<file path="config.mk">
export PLATFORM = sky130hd
export DESIGN_NAME = exec_cluster
export DESIGN_NICKNAME = d
export VERILOG_FILES = /design/src/cluster_cfg_pkg.sv /design/src/cluster_types_pkg.sv /design/src/alu_unit.sv /design/src/branch_unit.sv /design/src/commit_merge.sv /design/src/exec_cluster.sv
export SDC_FILE = /design/constraint.sdc
export NUM_CORES = 1
export LEC_CHECK = 0
export BUFFER_PORTS_ARGS = -buffer_cell sky130_fd_sc_hd__buf_2
export CAP_MARGIN = 20
export CORE_ASPECT_RATIO = 1.25
export CORE_MARGIN = 5
export CORE_UTILIZATION = 55
export CTS_BUF_LIST = sky130_fd_sc_hd__clkbuf_4 sky130_fd_sc_hd__clkbuf_8 sky130_fd_sc_hd__clkbuf_16
export DETAILED_ROUTE_END_ITERATION = 8
export GPL_ROUTABILITY_DRIVEN = 1
export GPL_TIMING_DRIVEN = 1
export PLACE_DENSITY = 0.75
export SYNTH_ARGS = -nofsm -noshare
export SYNTH_HDL_FRONTEND = slang
export SYNTH_SLANG_ARGS = --single-unit
</file>
<file path="constraint.sdc">
create_clock -name clk_i -period 4.6 [get_ports clk_i]
set_clock_uncertainty 0.1 [all_clocks]
set_input_delay 0.92 -clock clk_i [delete_from_list [all_inputs] [get_ports clk_i]]
set_output_delay 0.92 -clock clk_i [all_outputs]
set_load 0.01 [all_outputs]
</file>
<file path="src/cluster_cfg_pkg.sv">
package cluster_cfg_pkg;

  // ----------------------------------------
  // datapath widths
  // ----------------------------------------

  // operands, results and program counters
  localparam int unsigned XLEN = 32;

  // tag that follows each instruction from issue to writeback
  localparam int unsigned TRANS_ID_BITS = 3;

  // ----------------------------------------
  // decoded payload layout
  // ----------------------------------------

  // whole payload word as delivered by issue
  localparam int unsigned PAYLOAD_BITS = 16;

  // alu immediate, sign extended to XLEN
  localparam int unsigned IMM_BITS = 12;

  // branch offset in bytes, sign extended to XLEN
  localparam int unsigned OFFSET_BITS = 13;

  // ----------------------------------------
  // performance counters
  // ----------------------------------------

  // both counters wrap at this width
  localparam int unsigned PERF_CNT_BITS = 16;

endpackage

</file>
<file path="src/cluster_types_pkg.sv">
package cluster_types_pkg;

  import cluster_cfg_pkg::*;

  // ----------------------------------------
  // operation encodings
  // ----------------------------------------

  // owning functional unit
  typedef enum logic {
    ALU,
    BRANCH
  } fu_t;

  typedef enum logic [2:0] {
    ADD,
    SUB,
    AND,
    OR,
    XOR,
    SLL,
    SRL,
    SLT
  } alu_op_t;

  // codes 5 to 7 are unused
  typedef enum logic [2:0] {
    BEQ,
    BNE,
    BLT,
    BGE,
    JAL
  } branch_op_t;

  // operation field, meaning depends on fu
  typedef union packed {
    alu_op_t    alu;
    branch_op_t branch;
  } op_u;

  // ----------------------------------------
  // payload word
  // ----------------------------------------

  // alu view: immediate replaces operand_b when use_imm is set
  typedef struct packed {
    logic                       use_imm;
    logic [2:0]                 rsvd;
    logic signed [IMM_BITS-1:0] imm;
  } alu_payload_t;

  // branch view: front end prediction plus byte offset from pc
  typedef struct packed {
    logic                          pred_taken;
    logic [1:0]                    rsvd;
    logic signed [OFFSET_BITS-1:0] offset;
  } br_payload_t;

  typedef union packed {
    alu_payload_t alu;
    br_payload_t  branch;
  } payload_u;

  // ----------------------------------------
  // records between stages
  // ----------------------------------------

  typedef struct packed {
    logic                     valid;
    fu_t                      fu;
    op_u                      op;
    logic [XLEN-1:0]          operand_a;
    logic [XLEN-1:0]          operand_b;
    payload_u                 payload;
    logic [XLEN-1:0]          pc;
    logic [TRANS_ID_BITS-1:0] trans_id;
  } issue_t;

  // one result per unit per cycle
  typedef struct packed {
    logic                     valid;
    logic [TRANS_ID_BITS-1:0] trans_id;
    logic [XLEN-1:0]          result;
  } fu_result_t;

  typedef struct packed {
    logic            valid;
    logic [XLEN-1:0] pc;
    logic [XLEN-1:0] target;
    logic            taken;
    logic            mispredict;
  } bp_resolve_t;

endpackage

</file>
<file path="src/alu_unit.sv">
`timescale 1ns/1ps

module alu_unit (
  input  logic                          clk_i,
  input  logic                          rst_ni,
  input  cluster_types_pkg::issue_t     issue_i,
  output cluster_types_pkg::fu_result_t alu_res_o
);

  import cluster_cfg_pkg::*;
  import cluster_types_pkg::*;

  logic                     alu_valid;
  logic [XLEN-1:0]          imm_sext;
  logic [XLEN-1:0]          operand_b;
  logic [4:0]               shamt;
  logic [XLEN-1:0]          result_d;

  logic                     valid_q;
  logic [TRANS_ID_BITS-1:0] trans_id_q;
  logic [XLEN-1:0]          result_q;

  // ----------------------------------------
  // operand selection
  // ----------------------------------------

  // only instructions steered to this unit
  assign alu_valid = issue_i.valid && (issue_i.fu == ALU);

  assign imm_sext = {{(XLEN-IMM_BITS){issue_i.payload.alu.imm[IMM_BITS-1]}},
                     issue_i.payload.alu.imm};

  assign operand_b = issue_i.payload.alu.use_imm ? imm_sext : issue_i.operand_b;

  // shift amount from the low bits of the second operand
  assign shamt = operand_b[4:0];

  // ----------------------------------------
  // compute
  // ----------------------------------------

  always_comb begin
    result_d = '0;
    case (issue_i.op.alu)
      ADD: result_d = issue_i.operand_a + operand_b;
      SUB: result_d = issue_i.operand_a - operand_b;
      AND: result_d = issue_i.operand_a & operand_b;
      OR:  result_d = issue_i.operand_a | operand_b;
      XOR: result_d = issue_i.operand_a ^ operand_b;
      SLL: result_d = issue_i.operand_a << shamt;
      SRL: result_d = issue_i.operand_a >> shamt;
      // signed compare, result is 0 or 1
      SLT: result_d = XLEN'($signed(issue_i.operand_a) < $signed(operand_b));
      default: result_d = '0;
    endcase
  end

  // ----------------------------------------
  // result register
  // ----------------------------------------

  always_ff @(posedge clk_i or negedge rst_ni) begin
    if (!rst_ni) begin
      valid_q <= 1'b0;
    end else begin
      valid_q <= alu_valid;
    end
  end

  always_ff @(posedge clk_i) begin
    if (alu_valid) begin
      trans_id_q <= issue_i.trans_id;
      result_q   <= result_d;
    end
  end

  assign alu_res_o = '{valid: valid_q, trans_id: trans_id_q, result: result_q};

endmodule

</file>
<file path="src/branch_unit.sv">
`timescale 1ns/1ps

module branch_unit (
  input  logic                           clk_i,
  input  logic                           rst_ni,
  input  cluster_types_pkg::issue_t      issue_i,
  output cluster_types_pkg::fu_result_t  br_res_o,
  output cluster_types_pkg::bp_resolve_t br_resolve_o
);

  import cluster_cfg_pkg::*;
  import cluster_types_pkg::*;

  logic                     br_valid;
  logic                     is_jal;
  logic [XLEN-1:0]          offset_sext;
  logic [XLEN-1:0]          target;
  logic [XLEN-1:0]          link;
  logic                     taken;
  logic                     mispredict;

  logic                     res_valid_q;
  logic                     resolve_valid_q;
  logic [TRANS_ID_BITS-1:0] trans_id_q;
  logic [XLEN-1:0]          link_q;
  logic [XLEN-1:0]          pc_q;
  logic [XLEN-1:0]          target_q;
  logic                     taken_q;
  logic                     mispredict_q;

  assign br_valid = issue_i.valid && (issue_i.fu == BRANCH);
  assign is_jal   = (issue_i.op.branch == JAL);

  // ----------------------------------------
  // condition
  // ----------------------------------------

  always_comb begin
    taken = 1'b0;
    case (issue_i.op.branch)
      BEQ: taken = (issue_i.operand_a == issue_i.operand_b);
      BNE: taken = (issue_i.operand_a != issue_i.operand_b);
      BLT: taken = ($signed(issue_i.operand_a) < $signed(issue_i.operand_b));
      BGE: taken = ($signed(issue_i.operand_a) >= $signed(issue_i.operand_b));
      JAL: taken = 1'b1;
      default: taken = 1'b0;
    endcase
  end

  // ----------------------------------------
  // target and link
  // ----------------------------------------

  assign offset_sext = {{(XLEN-OFFSET_BITS){issue_i.payload.branch.offset[OFFSET_BITS-1]}},
                        issue_i.payload.branch.offset};

  assign target = issue_i.pc + offset_sext;

  // return address for jal
  assign link = issue_i.pc + XLEN'(4);

  // front end guessed the wrong direction
  assign mispredict = (taken != issue_i.payload.branch.pred_taken);

  // ----------------------------------------
  // output registers
  // ----------------------------------------

  always_ff @(posedge clk_i or negedge rst_ni) begin
    if (!rst_ni) begin
      res_valid_q     <= 1'b0;
      resolve_valid_q <= 1'b0;
    end else begin
      res_valid_q     <= br_valid && is_jal;
      resolve_valid_q <= br_valid;
    end
  end

  always_ff @(posedge clk_i) begin
    if (br_valid) begin
      trans_id_q   <= issue_i.trans_id;
      link_q       <= link;
      pc_q         <= issue_i.pc;
      target_q     <= target;
      taken_q      <= taken;
      mispredict_q <= mispredict;
    end
  end

  // writeback only carries the jal link value
  assign br_res_o = '{valid: res_valid_q, trans_id: trans_id_q, result: link_q};

  assign br_resolve_o = '{valid:      resolve_valid_q,
                          pc:         pc_q,
                          target:     target_q,
                          taken:      taken_q,
                          mispredict: mispredict_q};

  // issue side must hand over halfword aligned offsets
  br_offset_even_a : assert property (
    @(posedge clk_i) disable iff (!rst_ni)
    br_valid |-> !issue_i.payload.branch.offset[0]
  ) else $error("odd branch offset issued");

endmodule

</file>
<file path="src/commit_merge.sv">
`timescale 1ns/1ps

module commit_merge (
  input  logic                                        clk_i,
  input  logic                                        rst_ni,
  input  cluster_types_pkg::fu_result_t               alu_res_i,
  input  cluster_types_pkg::fu_result_t               br_res_i,
  input  cluster_types_pkg::bp_resolve_t              br_resolve_i,
  output cluster_types_pkg::fu_result_t               wb_o,
  output cluster_types_pkg::bp_resolve_t              resolved_branch_o,
  output logic                                        flush_o,
  output logic [cluster_cfg_pkg::PERF_CNT_BITS-1:0]   commit_cnt_o,
  output logic [cluster_cfg_pkg::PERF_CNT_BITS-1:0]   mispredict_cnt_o
);

  import cluster_cfg_pkg::*;
  import cluster_types_pkg::*;

  fu_result_t               sel_res;
  logic                     commit_inc;
  logic                     mispredict_inc;

  logic                     wb_valid_q;
  logic [TRANS_ID_BITS-1:0] wb_trans_id_q;
  logic [XLEN-1:0]          wb_result_q;

  logic                     rb_valid_q;
  logic [XLEN-1:0]          rb_pc_q;
  logic [XLEN-1:0]          rb_target_q;
  logic                     rb_taken_q;
  logic                     rb_mispredict_q;

  logic                     flush_q;
  logic [PERF_CNT_BITS-1:0] commit_cnt_q;
  logic [PERF_CNT_BITS-1:0] mispredict_cnt_q;

  // ----------------------------------------
  // merge
  // ----------------------------------------

  // at most one unit has a result in any cycle
  assign sel_res = br_res_i.valid ? br_res_i : alu_res_i;

  // jal has both a writeback and a resolution, count it once
  assign commit_inc     = alu_res_i.valid || br_resolve_i.valid;
  assign mispredict_inc = br_resolve_i.valid && br_resolve_i.mispredict;

  always_ff @(posedge clk_i or negedge rst_ni) begin
    if (!rst_ni) begin
      wb_valid_q       <= 1'b0;
      rb_valid_q       <= 1'b0;
      flush_q          <= 1'b0;
      commit_cnt_q     <= '0;
      mispredict_cnt_q <= '0;
    end else begin
      wb_valid_q <= sel_res.valid;
      rb_valid_q <= br_resolve_i.valid;
      flush_q    <= mispredict_inc;
      // counters wrap
      if (commit_inc) begin
        commit_cnt_q <= commit_cnt_q + 1'b1;
      end
      if (mispredict_inc) begin
        mispredict_cnt_q <= mispredict_cnt_q + 1'b1;
      end
    end
  end

  always_ff @(posedge clk_i) begin
    if (sel_res.valid) begin
      wb_trans_id_q <= sel_res.trans_id;
      wb_result_q   <= sel_res.result;
    end
    if (br_resolve_i.valid) begin
      rb_pc_q         <= br_resolve_i.pc;
      rb_target_q     <= br_resolve_i.target;
      rb_taken_q      <= br_resolve_i.taken;
      rb_mispredict_q <= br_resolve_i.mispredict;
    end
  end

  // ----------------------------------------
  // outputs
  // ----------------------------------------

  assign wb_o = '{valid: wb_valid_q, trans_id: wb_trans_id_q, result: wb_result_q};

  assign resolved_branch_o = '{valid:      rb_valid_q,
                               pc:         rb_pc_q,
                               target:     rb_target_q,
                               taken:      rb_taken_q,
                               mispredict: rb_mispredict_q};

  assign flush_o          = flush_q;
  assign commit_cnt_o     = commit_cnt_q;
  assign mispredict_cnt_o = mispredict_cnt_q;

  // single issue means the two units never finish together
  single_result_a : assert property (
    @(posedge clk_i) disable iff (!rst_ni)
    !(alu_res_i.valid && br_res_i.valid)
  ) else $error("alu and branch results valid in the same cycle");

endmodule

</file>
<file path="src/exec_cluster.sv">
`timescale 1ns/1ps

module exec_cluster (
  input  logic                                      clk_i,
  input  logic                                      rst_ni,
  input  cluster_types_pkg::issue_t                 issue_i,
  output cluster_types_pkg::fu_result_t             wb_o,
  output cluster_types_pkg::bp_resolve_t            resolved_branch_o,
  output logic                                      flush_o,
  output logic [cluster_cfg_pkg::PERF_CNT_BITS-1:0] commit_cnt_o,
  output logic [cluster_cfg_pkg::PERF_CNT_BITS-1:0] mispredict_cnt_o
);

  import cluster_types_pkg::*;

  // unit results towards commit
  fu_result_t  alu_res;
  fu_result_t  br_res;
  bp_resolve_t br_resolve;

  // ----------------------------------------
  // fixed latency units
  // ----------------------------------------

  alu_unit i_alu_unit (
    .clk_i     ( clk_i   ),
    .rst_ni    ( rst_ni  ),
    .issue_i   ( issue_i ),
    .alu_res_o ( alu_res )
  );

  branch_unit i_branch_unit (
    .clk_i        ( clk_i      ),
    .rst_ni       ( rst_ni     ),
    .issue_i      ( issue_i    ),
    .br_res_o     ( br_res     ),
    .br_resolve_o ( br_resolve )
  );

  // ----------------------------------------
  // commit
  // ----------------------------------------

  commit_merge i_commit_merge (
    .clk_i             ( clk_i             ),
    .rst_ni            ( rst_ni            ),
    .alu_res_i         ( alu_res           ),
    .br_res_i          ( br_res            ),
    .br_resolve_i      ( br_resolve        ),
    .wb_o              ( wb_o              ),
    .resolved_branch_o ( resolved_branch_o ),
    .flush_o           ( flush_o           ),
    .commit_cnt_o      ( commit_cnt_o      ),
    .mispredict_cnt_o  ( mispredict_cnt_o  )
  );

endmodule

</file>
==> Implementation_results.wiki, run 1 <==
{| class="wikitable"
! Metric !! Value
|-
| R2r worst-path depth || 2
|-
| Post-synthesis register bit count || around 270
|-
| Storage element area || between 8000 and 9000 um2
|-
| Post-detail-place hpwl || between 50 and 60 mm
|-
| Capture point of the worst reg-to-reg path || i_commit_merge.wb_result_q[1]$_DFFE_PP_
|-
| Synthesized instance count || about 2.1k
|-
| Relative slew slack || 34.1%
|-
| Library cells used by synthesis || between 80 and 90
|-
| Clock root buffer || clkbuf_16
|-
| Number of pins exceeding their max-slew limit in the final report || 0
|-
| Max Clock Freq || about 240 MHz
|-
| Beginning of the worst register-to-register path || i_branch_unit.res_valid_q$_DFF_PN0_
|-
| Final setup violation count || 0
|-
| N_diodes || 0
|-
| Switching portion of total power || between 30% and 40%
|-
| Max-cap check violation count || 0
|-
| Share of synthesized area occupied by flip-flops and latches || about two fifths
|-
| Post-detailed-route DRC marker count || 0
|-
| Area of placed instances || around 23,000 um2
|-
| Worst setup path start || issue_i[50]
|-
| Required time at the worst-slack endpoint || 4.78 ns
|-
| Clk slew on worst S/H paths || around 0.070 ns
|-
| Total clock sinks || 273
|-
| Biggest area consumer among synthesized cells || edfxtp_1
|-
| Post-route worst hold slack || 0.316 ns
|-
| Final ANT Viol Nets || 0
|-
| Mean Syn Cell Area || around 9.4 um2
|-
| Min-delay src || i_branch_unit.pc_q[2]$_DFFE_PP_
|-
| Multi-input logic area || 11,000 um2
|-
| Count of TritonRoute iterations in the first routing pass || 7
|-
| Final #Nets || around 2.7k
|-
| Fin area || ~23,000 um2
|-
| Maximum number of pins on one net before global-route repair || 70
|-
| Final WL || between 60 and 70 mm
|-
| Site Rows || about 80
|-
| Net Count, Synth || 2,422
|-
| DIE AREA || between 40,000 and 50,000 um2
|-
| Post-synth ARST share || 13.9%
|-
| Tightest Pin Transition || between 0.9 and 1 ns
|-
| Share of post-route cells with drive strength above 1 || between 20% and 30%
|-
| Top flip-flop cell by instance count after synthesis || edfxtp_1
|-
| Post-synthesis instance area || 20,000 um2
|-
| Total GRT Usage || about a third
|-
| Vias in the first global route || 17.7k
|-
| Syn. warnings || 0
|-
| Hold-fix buffers, CTS || 0
|-
| Clock Tree Buf Depth || 3
|-
| Setup repair after global routing missed its margin || no
|-
| Hold violation count in the final report || 0
|-
| Crit path arrival time || 4.38 ns
|-
| Portion of synthesized cell area occupied by the leading cell type || a little over a third
|-
| Slack of the worst reg-to-reg path || about 2.5 ns
|-
| Cts bufs inserted || 23
|-
| Worst hold endpoint || i_commit_merge.rb_pc_q[2]$_DFFE_PP_
|-
| Routability congestion estimate || 0.980
|-
| Number of gates resized after cts || 0
|-
| Boundary Pins || between 200 and 300
|-
| Type of the most critical hold path || register to register
|-
| Leftover overflow at the end of global routing || 0
|-
| Iteration-0 DRC Markers || 1,995
|-
| Starting density of the core || a little under three fifths
|-
| Area grow syn2layout || 17.0%
|-
| Number of antenna violations at the first check in global routing || 1
|-
| Portion of total power attributed to combinational logic || about 33%
|-
| Leakage power figure || approximately 10 nW
|-
| Clock share of power || roughly a quarter
|-
| Hold path depth || 0
|-
| Most used standard cells in the synthesized netlist || edfxtp_1 (235), a21oi_1 (194), nand2_1 (188), nor2_1 (177), ha_1 (167)
|-
| Biggest area contributors in the synthesized netlist || edfxtp_1 (35%), ha_1 (10%), a21oi_1 (4.8%)
|-
| Via total after detailed routing || 18.1k
|-
| Internal portion of total power || roughly 5.0 mW
|-
| Library cell with the highest instance count after synthesis || edfxtp_1
|-
| Number of flops mapped to enable cells by yosys || 235
|-
| Wire length of the first global-routing pass || 102 mm
|-
| Total number of H-tree levels || 1
|-
| Die boundary height || about 220 um
|-
| Setup Total Neg Slack || 0 ns
|-
| Post-CTS setup buffer count || 0
|-
| Status || finished clean
|-
| Drt via density || 6.14
|-
| Kind of critical path || input pin to register
|-
| DIE WIDTH || about 180 um
|-
| Average wire length per cell after detail routing || ~23 um
|-
| TritonCTS clock tree || done
|-
| Placeable core region || between 30,000 and 40,000 um2
|-
| Highest net fanout along the worst path || 11
|-
| Share of power burned in registers || a little over two fifths
|-
| Fillers || 2,982
|-
| Power per cell area || between 300 and 400 nW/um2
|-
| Number of port buffers || between 200 and 300
|-
| Switch Pwr || around 2.4 mW
|-
| Util after Layout || between 60% and 70%
|-
| Period Utilization, post-route || 91.1%
|-
| Worst skew pair latency || around 0.53 ns
|-
| Final worst path period need || 4.19 ns
|-
| Type of origin of the critical path || input pin
|-
| Capturing element type of the critical path || register
|-
| Worst supply voltage drop on vdd || approximately 0.21 mV
|}
flip-flops by register name (all words and copies together), names as in the netlist, 3 cells and up:
signal and cells:
i_alu_unit.result_q 32, i_branch_unit.pc_q 32, i_branch_unit.target_q 32, i_commit_merge.rb_pc_q 32, i_commit_merge.rb_target_q 32, i_commit_merge.wb_result_q 32
i_branch_unit.link_q 30, i_commit_merge.commit_cnt_o 16, i_commit_merge.mispredict_cnt_o 16, i_alu_unit.trans_id_q 3, i_branch_unit.trans_id_q 3, i_commit_merge.wb_trans_id_q 3
layout make-up:
class / count / area share [%]
flip-flops and latches: 273 / 34.2
repair buffers: 410 / 10.7
clock buffers: 25 / 2.52
multi-input cells: 1598 / 47.0
well taps: 480 / 2.56
inverters: 149 / 2.39
clock inverters: 16 / 0.619
per-stage QoR:
| step | instances | power (mW) | worst slack [ns] |
|---|---|---|---|
| finish | 2951 | 7.41 | 0.409 |
| global route | 2951 | 7.75 | 0.164 |
| floorplan | 2130 | 4.54 | 0.0187 |
| CTS | 2951 | 7.39 | 0.459 |
| global placement | 2910 | 5.45 | -0.0471 |
| detailed placement | 2910 | 5.50 | -0.0784 |
power groups by stage:
stage                     registers (mW)  logic (mW)  clock network (mW)
after floorplan                     3.19        1.35                   0
after global placement              3.13        2.32                   0
after detailed placement            3.14        2.35                   0
after CTS                           3.09        2.37                1.93
after global routing                3.12        2.59                2.04
final                               3.09        2.41                1.91
worst max path at each step:
stage | depth (start not counted) | slack, ns | endpoint
6_report | 16 | 0.41 | i_alu_unit.result_q[27]$_DFFE_PP_
3_5_place_dp | 19 | -0.08 | i_alu_unit.result_q[30]$_DFFE_PP_
5_1_grt | 20 | 0.16 | i_alu_unit.result_q[30]$_DFFE_PP_
3_3_place_gp | 21 | -0.05 | i_alu_unit.result_q[30]$_DFFE_PP_
4_1_cts | 21 | 0.46 | i_alu_unit.result_q[30]$_DFFE_PP_
2_1_floorplan | 18 | 0.02 | i_alu_unit.result_q[25]$_DFFE_PP_
cells in the final DEF (no fill, tap or decap), types with 9 or more instances in the layout:
master,instances
o211ai_1,32
o21a_1,9
nor4_1,11
edfxtp_1,235
o22ai_1,34
nand2b_1,11
ha_1,167
clkbuf_16,23
nor2_1,177
o31ai_1,9
o21ai_0,103
buf_4,149
o21ai_1,14
a221oi_1,10
a21oi_1,193
and3_1,20
nand2_1,188
mux2i_1,61
a211oi_1,28
a22oi_1,31
xor2_1,28
o21bai_1,16
nand4_1,28
nand3_1,62
a21o_1,30
nor3_1,38
inv_1,143
mux2_2,42
a31oi_1,24
dfrtp_1,37
xnor2_1,89
nor2b_1,16
buf_2,255
per-layer routing:
metal | vias to the layer above | wire length (um) | GRT usage (%)
met5 | - | 14 | 0
met3 | 178 | 4940 | 4.26
met2 | 876 | 32700 | 55.4
met1 | 8649 | 26200 | 40.1
li1 | 8426 | - | -
met4 | 2 | 3490 | 14.1
critical path: stages:
cell and delay [ns]:
buf_2 0.17, inv_2 0.18, buf_12 0.19, a21boi_0 0.22
ha_1 0.33, buf_4 0.19, nor2b_1 0.11, o21ai_0 0.08
a21oi_1 0.28, a211oi_4 0.11, o21ai_0 0.47, nand4_1 0.17
a31o_2 0.29, a31oi_1 0.18, xnor2_1 0.11, o21ai_0 0.37
cells by family (layout without fill, tap and decap cells):
family,after synthesis,after routing,share of synthesized area [%]
AO/OA/AOI/OAI,616,616,19.8
adder cells (fa/ha/maj),171,171,10.8
buffers and inverters,259,600,5.31
flip-flops,273,273,40.0
multiplexers,106,106,5.68
AND/OR/NAND/NOR,588,588,13.3
XOR/XNOR,117,117,5.11
Note: power is estimated with default switching activity, not from simulation.
==> run 2: changes to the inputs <==
--- a/config.mk
+++ b/config.mk
@@ -10,7 +10,6 @@
 export CORE_ASPECT_RATIO = 1.25
 export CORE_MARGIN = 5
 export CORE_UTILIZATION = 55
-export CTS_BUF_LIST = sky130_fd_sc_hd__clkbuf_4 sky130_fd_sc_hd__clkbuf_8 sky130_fd_sc_hd__clkbuf_16
 export DETAILED_ROUTE_END_ITERATION = 8
 export GPL_ROUTABILITY_DRIVEN = 1
 export GPL_TIMING_DRIVEN = 1
==> run 2 against run 1 <==
Compared with the run above: worst setup slack got worse by 0.012 ns; core utilization about the same; register-to-register slack about the same; clock-buffer cell count unchanged; cell count unchanged; first-iteration DRC count unchanged; cell area about the same; critical path type unchanged; global-route usage unchanged; clock power about the same.
==> Implementation_results.wiki, run 2 (same netlist as run 1, synthesis figures left out) <==
{| class="wikitable"
! Metric !! Value
|-
| Status || finished clean (unchanged)
|-
| Non-filler instance count after layout || 2,951 (unchanged)
|-
| Number of pins exceeding their max-slew limit in the final report || 0 (unchanged)
|-
| R2r worst-path depth || 2 (unchanged)
|-
| Clk slew on worst S/H paths || 0.07 ns (about the same)
|-
| Routability congestion estimate || 0.980 (unchanged)
|-
| N_diodes || 0 (unchanged)
|-
| Starting density of the core || 55.4% (unchanged)
|-
| Clock root buffer || clkbuf_16 (unchanged)
|-
| Total number of H-tree levels || 1 (unchanged)
|-
| Cell count after placement || 2,910 (unchanged)
|-
| Kind of critical path || input pin to register (unchanged)
|-
| Capturing element type of the critical path || register (unchanged)
|-
| Average wire length per cell after detail routing || 22.8 um (about the same)
|-
| Via total after detailed routing || 18.1k (about the same)
|-
| Total GRT Usage || 32.0% (unchanged)
|-
| Hold-fix buffers, CTS || 0 (unchanged)
|-
| Period Utilization, post-route || 91.4% (was 91.1%)
|-
| Final setup violation count || 0 (unchanged)
|-
| Min-delay src || i_branch_unit.pc_q[2]$_DFFE_PP_ (unchanged)
|-
| Switching portion of total power || 33.0% (about the same)
|-
| Final #Nets || 2,747 (unchanged)
|-
| Beginning of the worst register-to-register path || i_branch_unit.res_valid_q$_DFF_PN0_ (unchanged)
|-
| Internal portion of total power || 4.96 mW (was 4.97 mW)
|-
| Final WL || 67.3 mm (was 67.4 mm)
|-
| Place WS || -0.0784 ns (unchanged)
|-
| Highest net fanout along the worst path || 11 (unchanged)
|-
| TritonCTS clock tree || done (unchanged)
|-
| Maximum number of pins on one net before global-route repair || 70 (unchanged)
|-
| Worst supply voltage drop on vdd || 0.210 mV (about the same)
|-
| Area grow syn2layout || 17.0% (about the same)
|-
| Worst path setup slack after routing || 0.397 ns (was 0.409 ns)
|-
| Wire length of the first global-routing pass || 102 mm (unchanged)
|-
| Power per cell area || 316 nW/um2 (about the same)
|-
| Setup repair after global routing missed its margin || no (unchanged)
|-
| Cts bufs inserted || 23 (unchanged)
|-
| Post-route worst hold slack || 0.315 ns (was 0.316 ns)
|-
| Max-cap check violation count || 0 (unchanged)
|-
| Post-detailed-route DRC marker count || 0 (unchanged)
|-
| Worst hold endpoint || i_commit_merge.rb_pc_q[2]$_DFFE_PP_ (unchanged)
|-
| Worst skew pair latency || 0.53 ns (about the same)
|-
| Post-detail-place hpwl || 52.7 mm (unchanged)
|-
| Hold violation count in the final report || 0 (unchanged)
|-
| Leakage power figure || 10.1 nW (about the same)
|-
| Type of origin of the critical path || input pin (unchanged)
|-
| Relative slew slack || 34.1% (about the same)
|-
| DIE WIDTH || 181 um (unchanged)
|-
| Setup Total Neg Slack || 0 ns (unchanged)
|-
| Number of port buffers || 255 (unchanged)
|-
| Portion of total power attributed to combinational logic || 32.6% (was 32.5%)
|-
| Crit path arrival time || 4.38 ns (about the same)
|-
| Total clock sinks || 273 (unchanged)
|-
| Type of the most critical hold path || register to register (unchanged)
|-
| Share of power burned in registers || 41.8% (was 41.7%)
|-
| Die boundary height || 223 um (unchanged)
|-
| DIE AREA || 40,400 um2 (unchanged)
|-
| Fillers || 2,986 (was 2,982)
|-
| Capture point of the worst reg-to-reg path || i_commit_merge.wb_result_q[1]$_DFFE_PP_ (unchanged)
|-
| Placeable core region || 36,200 um2 (unchanged)
|-
| Number of gates resized after cts || 0 (unchanged)
|-
| Share of post-route cells with drive strength above 1 || 21.5% (was 21.6%)
|-
| Power, Total || 7.40 mW (was 7.41 mW)
|-
| Site Rows || 78 (unchanged)
|-
| Clock Tree Buf Depth || 3 (unchanged)
|-
| Iteration-0 DRC Markers || 1,995 (unchanged)
|-
| Commonest cells after routing, fill and taps aside || buf_2 (255), edfxtp_1 (235), a21oi_1 (193) (unchanged)
|-
| Final ANT Viol Nets || 0 (unchanged)
|-
| Boundary Pins || 258 (unchanged)
|-
| Required time at the worst-slack endpoint || 4.78 ns (about the same)
|-
| Clock share of power || 25.6% (was 25.7%)
|-
| Count of TritonRoute iterations in the first routing pass || 6 (was 7)
|-
| Post-CTS setup buffer count || 0 (unchanged)
|-
| Max Clock Freq || 238 MHz (was 239 MHz)
|-
| Number of antenna violations at the first check in global routing || 1 (unchanged)
|-
| Drt via density || 6.14 (about the same)
|-
| Tightest Pin Transition || 0.986 ns (about the same)
|-
| Most common cell after layout, fill and taps aside || buf_2 (unchanged)
|-
| Vias in the first global route || 17.7k (unchanged)
|-
| Switch Pwr || 2.44 mW (about the same)
|-
| Leftover overflow at the end of global routing || 0 (unchanged)
|-
| Slack of the worst reg-to-reg path || 2.53 ns (about the same)
|-
| Hold path depth || 0 (unchanged)
|-
| Final worst path period need || 4.20 ns (was 4.19 ns)
|}
-- run 2: cell count changes in the layout (fill, tap and decap cells not counted) --
cell	previous run	this run
clkbuf_1	0	2
clkbuf_4	2	0
-- run 2: power groups by stage --
stage / combinational, mW / sequential, mW / clock (mW)
2_1_floorplan: 1.35 / 3.19 / 0
3_3_place_gp: 2.32 / 3.13 / 0
3_5_place_dp: 2.35 / 3.14 / 0
4_1_cts: 2.37 / 3.09 / 1.92
5_1_grt: 2.59 / 3.12 / 2.03
6_report: 2.41 / 3.09 / 1.90
-- run 2: worst max path at each step --
stage / startpoint / slack, ns / cells after the start / endpoint
floorplan: issue_i[50] / 0.02 / 18 / i_alu_unit.result_q[25]$_DFFE_PP_
global placement: issue_i[50] / -0.05 / 21 / i_alu_unit.result_q[30]$_DFFE_PP_
detailed placement: issue_i[50] / -0.08 / 19 / i_alu_unit.result_q[30]$_DFFE_PP_
CTS: issue_i[50] / 0.46 / 21 / i_alu_unit.result_q[30]$_DFFE_PP_
global route: issue_i[50] / 0.16 / 20 / i_alu_unit.result_q[30]$_DFFE_PP_
finish: issue_i[50] / 0.40 / 16 / i_alu_unit.result_q[27]$_DFFE_PP_
-- run 2: worst max-delay path, stage by stage --
cell,delay (ns)
buf_2,0.17
inv_2,0.18
buf_12,0.19
a21boi_0,0.22
ha_1,0.33
buf_4,0.19
nor2b_1,0.11
o21ai_0,0.08
a21oi_1,0.28
a211oi_4,0.11
o21ai_0,0.47
nand4_1,0.17
a31o_2,0.29
a31oi_1,0.18
xnor2_1,0.11
o21ai_0,0.38
-- run 2: routing by layer --
metal / wire, um / track usage [%]
met5: 14 / 0
met4: 3460 / 14.1
met3: 4970 / 4.26
met2: 32700 / 55.4
met1: 26100 / 40.1
-- run 2: stage by stage --
step           instance area [um2]  util [%]
3_3_place_gp                 22700      62.7
2_1_floorplan                20100         -
4_1_cts                      23400      64.7
3_5_place_dp                 22700      62.7
5_1_grt                      23400      64.7
6_report                     23400      64.7
-- run 2: cell type report --
cell class | count | area (um2) | share of cell area, %
Tap cell | 480 | 601 | 2.56
Clock buffer | 25 | 583 | 2.49
Clock inverter | 16 | 145 | 0.619
Sequential cell | 273 | 8010 | 34.2
Inverter | 149 | 561 | 2.39
Multi-Input combinational cell | 1598 | 11000 | 47.0
Timing Repair Buffer | 410 | 2510 | 10.7
==> run 3: changes to the inputs <==
--- a/config.mk
+++ b/config.mk
@@ -9,11 +9,12 @@
 export CAP_MARGIN = 20
 export CORE_ASPECT_RATIO = 1.25
 export CORE_MARGIN = 5
-export CORE_UTILIZATION = 55
+export CORE_UTILIZATION = 50
 export DETAILED_ROUTE_END_ITERATION = 8
 export GPL_ROUTABILITY_DRIVEN = 1
 export GPL_TIMING_DRIVEN = 1
-export PLACE_DENSITY = 0.75
+export PLACE_DENSITY = 0.7
 export SYNTH_ARGS = -nofsm -noshare
 export SYNTH_HDL_FRONTEND = slang
 export SYNTH_SLANG_ARGS = --single-unit
+export TNS_END_PERCENT = 10
==> run 3 against run 2 <==
Compared with the run above: cell area increased by 0.75%; register-to-register slack hardly changed; fmax down 2.1%; core utilization down 5.6 points; critical path type unchanged; cell count is 1.4% higher; sequential cell count stayed put; total power grew 0.77%; die area grew 9.5%; non-clock buffer count is 13 higher; sequential share of layout area shrank 0.25 points; global-route usage fell by 3.3 points; wire length down 2.3%.
==> Implementation_results.wiki, run 3 (same netlist as run 1, synthesis figures left out) <==
{| class="wikitable"
! Metric !! Value
|-
| Relative slew slack || 36.5% (was 34.1%)
|-
| Switching portion of total power || 32.5% (was 33.0%)
|-
| Starting density of the core || 50.2% (was 55.4%)
|-
| Final #Nets || 2,761 (was 2,747)
|-
| Storage element area || 8010 um2 (unchanged)
|-
| Met3 usage || 2.25% (was 4.26%)
|-
| Total clock sinks || 273 (unchanged)
|-
| Hold-fix buffers, CTS || 0 (unchanged)
|-
| TritonCTS clock tree || done (unchanged)
|-
| Slack of the worst reg-to-reg path || 2.54 ns (was 2.53 ns)
|-
| DIE AREA || 44,200 um2 (was 40,400 um2)
|-
| Number of antenna violations at the first check in global routing || 2 (was 1)
|-
| Share of power burned in registers || 41.5% (was 41.8%)
|-
| Portion of total power attributed to combinational logic || 32.3% (was 32.6%)
|-
| Delay contributed by the slowest stage of the critical path || 0.54 ns (was 0.47 ns)
|-
| Boundary Pins || 258 (unchanged)
|-
| Placeable core region || 39,900 um2 (was 36,200 um2)
|-
| Fraction of met1 tracks used by global routing || 36.8% (was 40.1%)
|-
| Cts bufs inserted || 24 (was 23)
|-
| Worst supply voltage drop on vdd || 0.244 mV (was 0.210 mV)
|-
| Number of gates resized after cts || 0 (unchanged)
|-
| Switch Pwr || 2.43 mW (was 2.44 mW)
|-
| Final setup violation count || 0 (unchanged)
|-
| Largest delay share family, worst path || compound AO/OA/AOI/OAI gates (unchanged)
|-
| DIE WIDTH || 189 um (was 181 um)
|-
| Vias in the first global route || 17.5k (was 17.7k)
|-
| Cell occurring most often along the worst timing path || buf_4 (was o21ai_0)
|-
| Iteration-0 DRC Markers || 1,440 (was 1,995)
|-
| Number of pins exceeding their max-slew limit in the final report || 0 (unchanged)
|-
| Fillers || 3,505 (was 2,986)
|-
| Clock Tree Buf Depth || 3 (unchanged)
|-
| Hold violation count in the final report || 0 (unchanged)
|-
| Wire length of the first global-routing pass || 99.9 mm (was 102 mm)
|-
| Clk slew on worst S/H paths || 0.06 ns (was 0.07 ns)
|-
| Final WL || 65.7 mm (was 67.3 mm)
|-
| Kind of critical path || input pin to register (unchanged)
|-
| Crit path arrival time || 4.46 ns (was 4.38 ns)
|-
| Number of port buffers || 255 (unchanged)
|-
| Leftover overflow at the end of global routing || 0 (unchanged)
|-
| Area of placed instances || 22,800 um2 (was 22,700 um2)
|-
| Buffer and inverter count on the worst path || 5 (was 4)
|-
| Share of post-route cells with drive strength above 1 || 21.8% (was 21.5%)
|-
| Met2 global-route usage || 50.3% (was 55.4%)
|-
| Die boundary height || 234 um (was 223 um)
|-
| Total GRT Usage || 28.7% (was 32.0%)
|-
| Setup Total Neg Slack || 0 ns (unchanged)
|-
| Type of origin of the critical path || input pin (unchanged)
|-
| Maximum number of pins on one net before global-route repair || 89 (was 70)
|-
| Cell with the largest stage delay on the worst path || and2_1 (was o21ai_0)
|-
| Final worst path period need || 4.29 ns (was 4.20 ns)
|-
| Worst skew pair latency || 0.52 ns (was 0.53 ns)
|-
| Period Utilization, post-route || 93.3% (was 91.4%)
|-
| Via total after detailed routing || 18.0k (was 18.1k)
|-
| Crit-path cells || buf_2 > and2_1 > a21oi_1 > inv_1 > ha_1 > a21oi_1 > o21ai_0 > a2111oi_0 > and3_1 > nor2_1 > buf_4 > a31oi_1 > o31ai_1 > buf_4 > buf_4 > and3_1 > nor3_1 > nand3_1 (was buf_2 > inv_2 > buf_12 > a21boi_0 > ha_1 > buf_4 > nor2b_1 > o21ai_0 > a21oi_1 > a211oi_4 > o21ai_0 > nand4_1 > a31o_2 > a31oi_1 > xnor2_1 > o21ai_0)
|-
| Required time at the worst-slack endpoint || 4.77 ns (was 4.78 ns)
|-
| Place WS || -0.215 ns (was -0.0784 ns)
|-
| Leakage power figure || 10.2 nW (was 10.1 nW)
|-
| Area grow syn2layout || 17.8% (was 17.0%)
|-
| Setup repair after global routing missed its margin || no (unchanged)
|-
| Total number of H-tree levels || 1 (unchanged)
|-
| Busiest metal layer after global routing || met2 (unchanged)
|-
| Final ANT Viol Nets || 0 (unchanged)
|-
| Internal portion of total power || 5.03 mW (was 4.96 mW)
|-
| Status || finished clean (unchanged)
|-
| Type of the most critical hold path || register to register (unchanged)
|-
| Post-detailed-route DRC marker count || 0 (unchanged)
|-
| Power per cell area || 316 nW/um2 (about the same)
|-
| Routability congestion estimate || 0.984 (was 0.980)
|-
| Commonest cells after routing, fill and taps aside || buf_2 (255), edfxtp_1 (235), a21oi_1 (193) (unchanged)
|-
| Count of TritonRoute iterations in the first routing pass || 6 (unchanged)
|-
| Post-detail-place hpwl || 51.7 mm (was 52.7 mm)
|-
| Max-cap check violation count || 0 (unchanged)
|-
| Multi-input logic area || 11,000 um2 (unchanged)
|-
| Post-CTS setup buffer count || 0 (unchanged)
|-
| Site Rows || 82 (was 78)
|-
| Max Clock Freq || 233 MHz (was 238 MHz)
|-
| Drt via density || 6.00 (was 6.14)
|-
| Most common cell after layout, fill and taps aside || buf_2 (unchanged)
|-
| Worst path setup slack after routing || 0.308 ns (was 0.397 ns)
|-
| Highest net fanout along the worst path || 10 (was 11)
|-
| Capturing element type of the critical path || register (unchanged)
|-
| Power, Total || 7.45 mW (was 7.40 mW)
|-
| Clock root buffer || clkbuf_16 (unchanged)
|-
| Clock share of power || 26.3% (was 25.6%)
|-
| Fin area || 23,600 um2 (was 23,400 um2)
|-
| Average wire length per cell after detail routing || 21.9 um (was 22.8 um)
|-
| Tightest Pin Transition || 0.953 ns (was 0.986 ns)
|}
-- run 3: changes by cell type in the layout (fill, tap and decap cells not counted), sizes merged --
cell and delta:
bufinv -1, clkinvlp -2, clkbuf +8, diode +2, clkinv -2, buf +13
-- run 3: final timing paths --
path,cells past startpoint,startpoint,end
worst max-delay path,18,issue_i[50],i_alu_unit.result_q[30]$_DFFE_PP_
min in group asynchronous,1,rst_ni,i_commit_merge.mispredict_cnt_o[15]$_DFFE_PN0P_
worst min register to register,0,i_branch_unit.pc_q[26]$_DFFE_PP_,i_commit_merge.rb_pc_q[26]$_DFFE_PP_
max in group asynchronous,1,rst_ni,i_branch_unit.resolve_valid_q$_DFF_PN0_
worst min-delay path,0,i_branch_unit.pc_q[26]$_DFFE_PP_,i_commit_merge.rb_pc_q[26]$_DFFE_PP_
worst max register to register,2,i_branch_unit.res_valid_q$_DFF_PN0_,i_commit_merge.wb_result_q[12]$_DFFE_PP_
-- run 3: power groups by stage --
stage	clock network, mW	registers (mW)	logic (mW)
final	1.96	3.09	2.41
after floorplan	0	3.19	1.35
after global placement	0	3.13	2.33
after global routing	2.09	3.11	2.60
after detailed placement	0	3.14	2.36
after CTS	2.00	3.09	2.37
-- run 3: layout make-up --
cell class	instances	area share (%)
Multi-Input combinational cell	1598	46.7
Sequential cell	273	33.9
Timing Repair Buffer	423	11.0
Clock buffer	33	2.86
Tap cell	504	2.67
Inverter	149	2.37
Clock inverter	11	0.424
Antenna cell	2	0.0212
-- run 3: worst reg2reg max path: cells and delay by family (launching register included) --
family        cells  cell delay (ns)
simple gates      1             0.83
flops             1             0.32
buf+inv           1             0.40
-- run 3: routing by layer --
layer	routed length [um]	share of wire, %	vias up
li1	-	-	8471
met1	26700	41	8625
met2	32300	49	718
met3	3640	5.5	154
met4	3060	4.7	0
met5	0	0	-
-- run 3: through the flow --
stage | util, % | instances | hold WS [ns]
2_1_floorplan | - | 2130 | 0.300
3_3_place_gp | 57.1 | 2946 | 0.302
3_5_place_dp | 57.1 | 2946 | 0.305
4_1_cts | 59.1 | 2990 | 0.315
5_1_grt | 59.2 | 2993 | 0.323
6_report | 59.2 | 2993 | 0.319
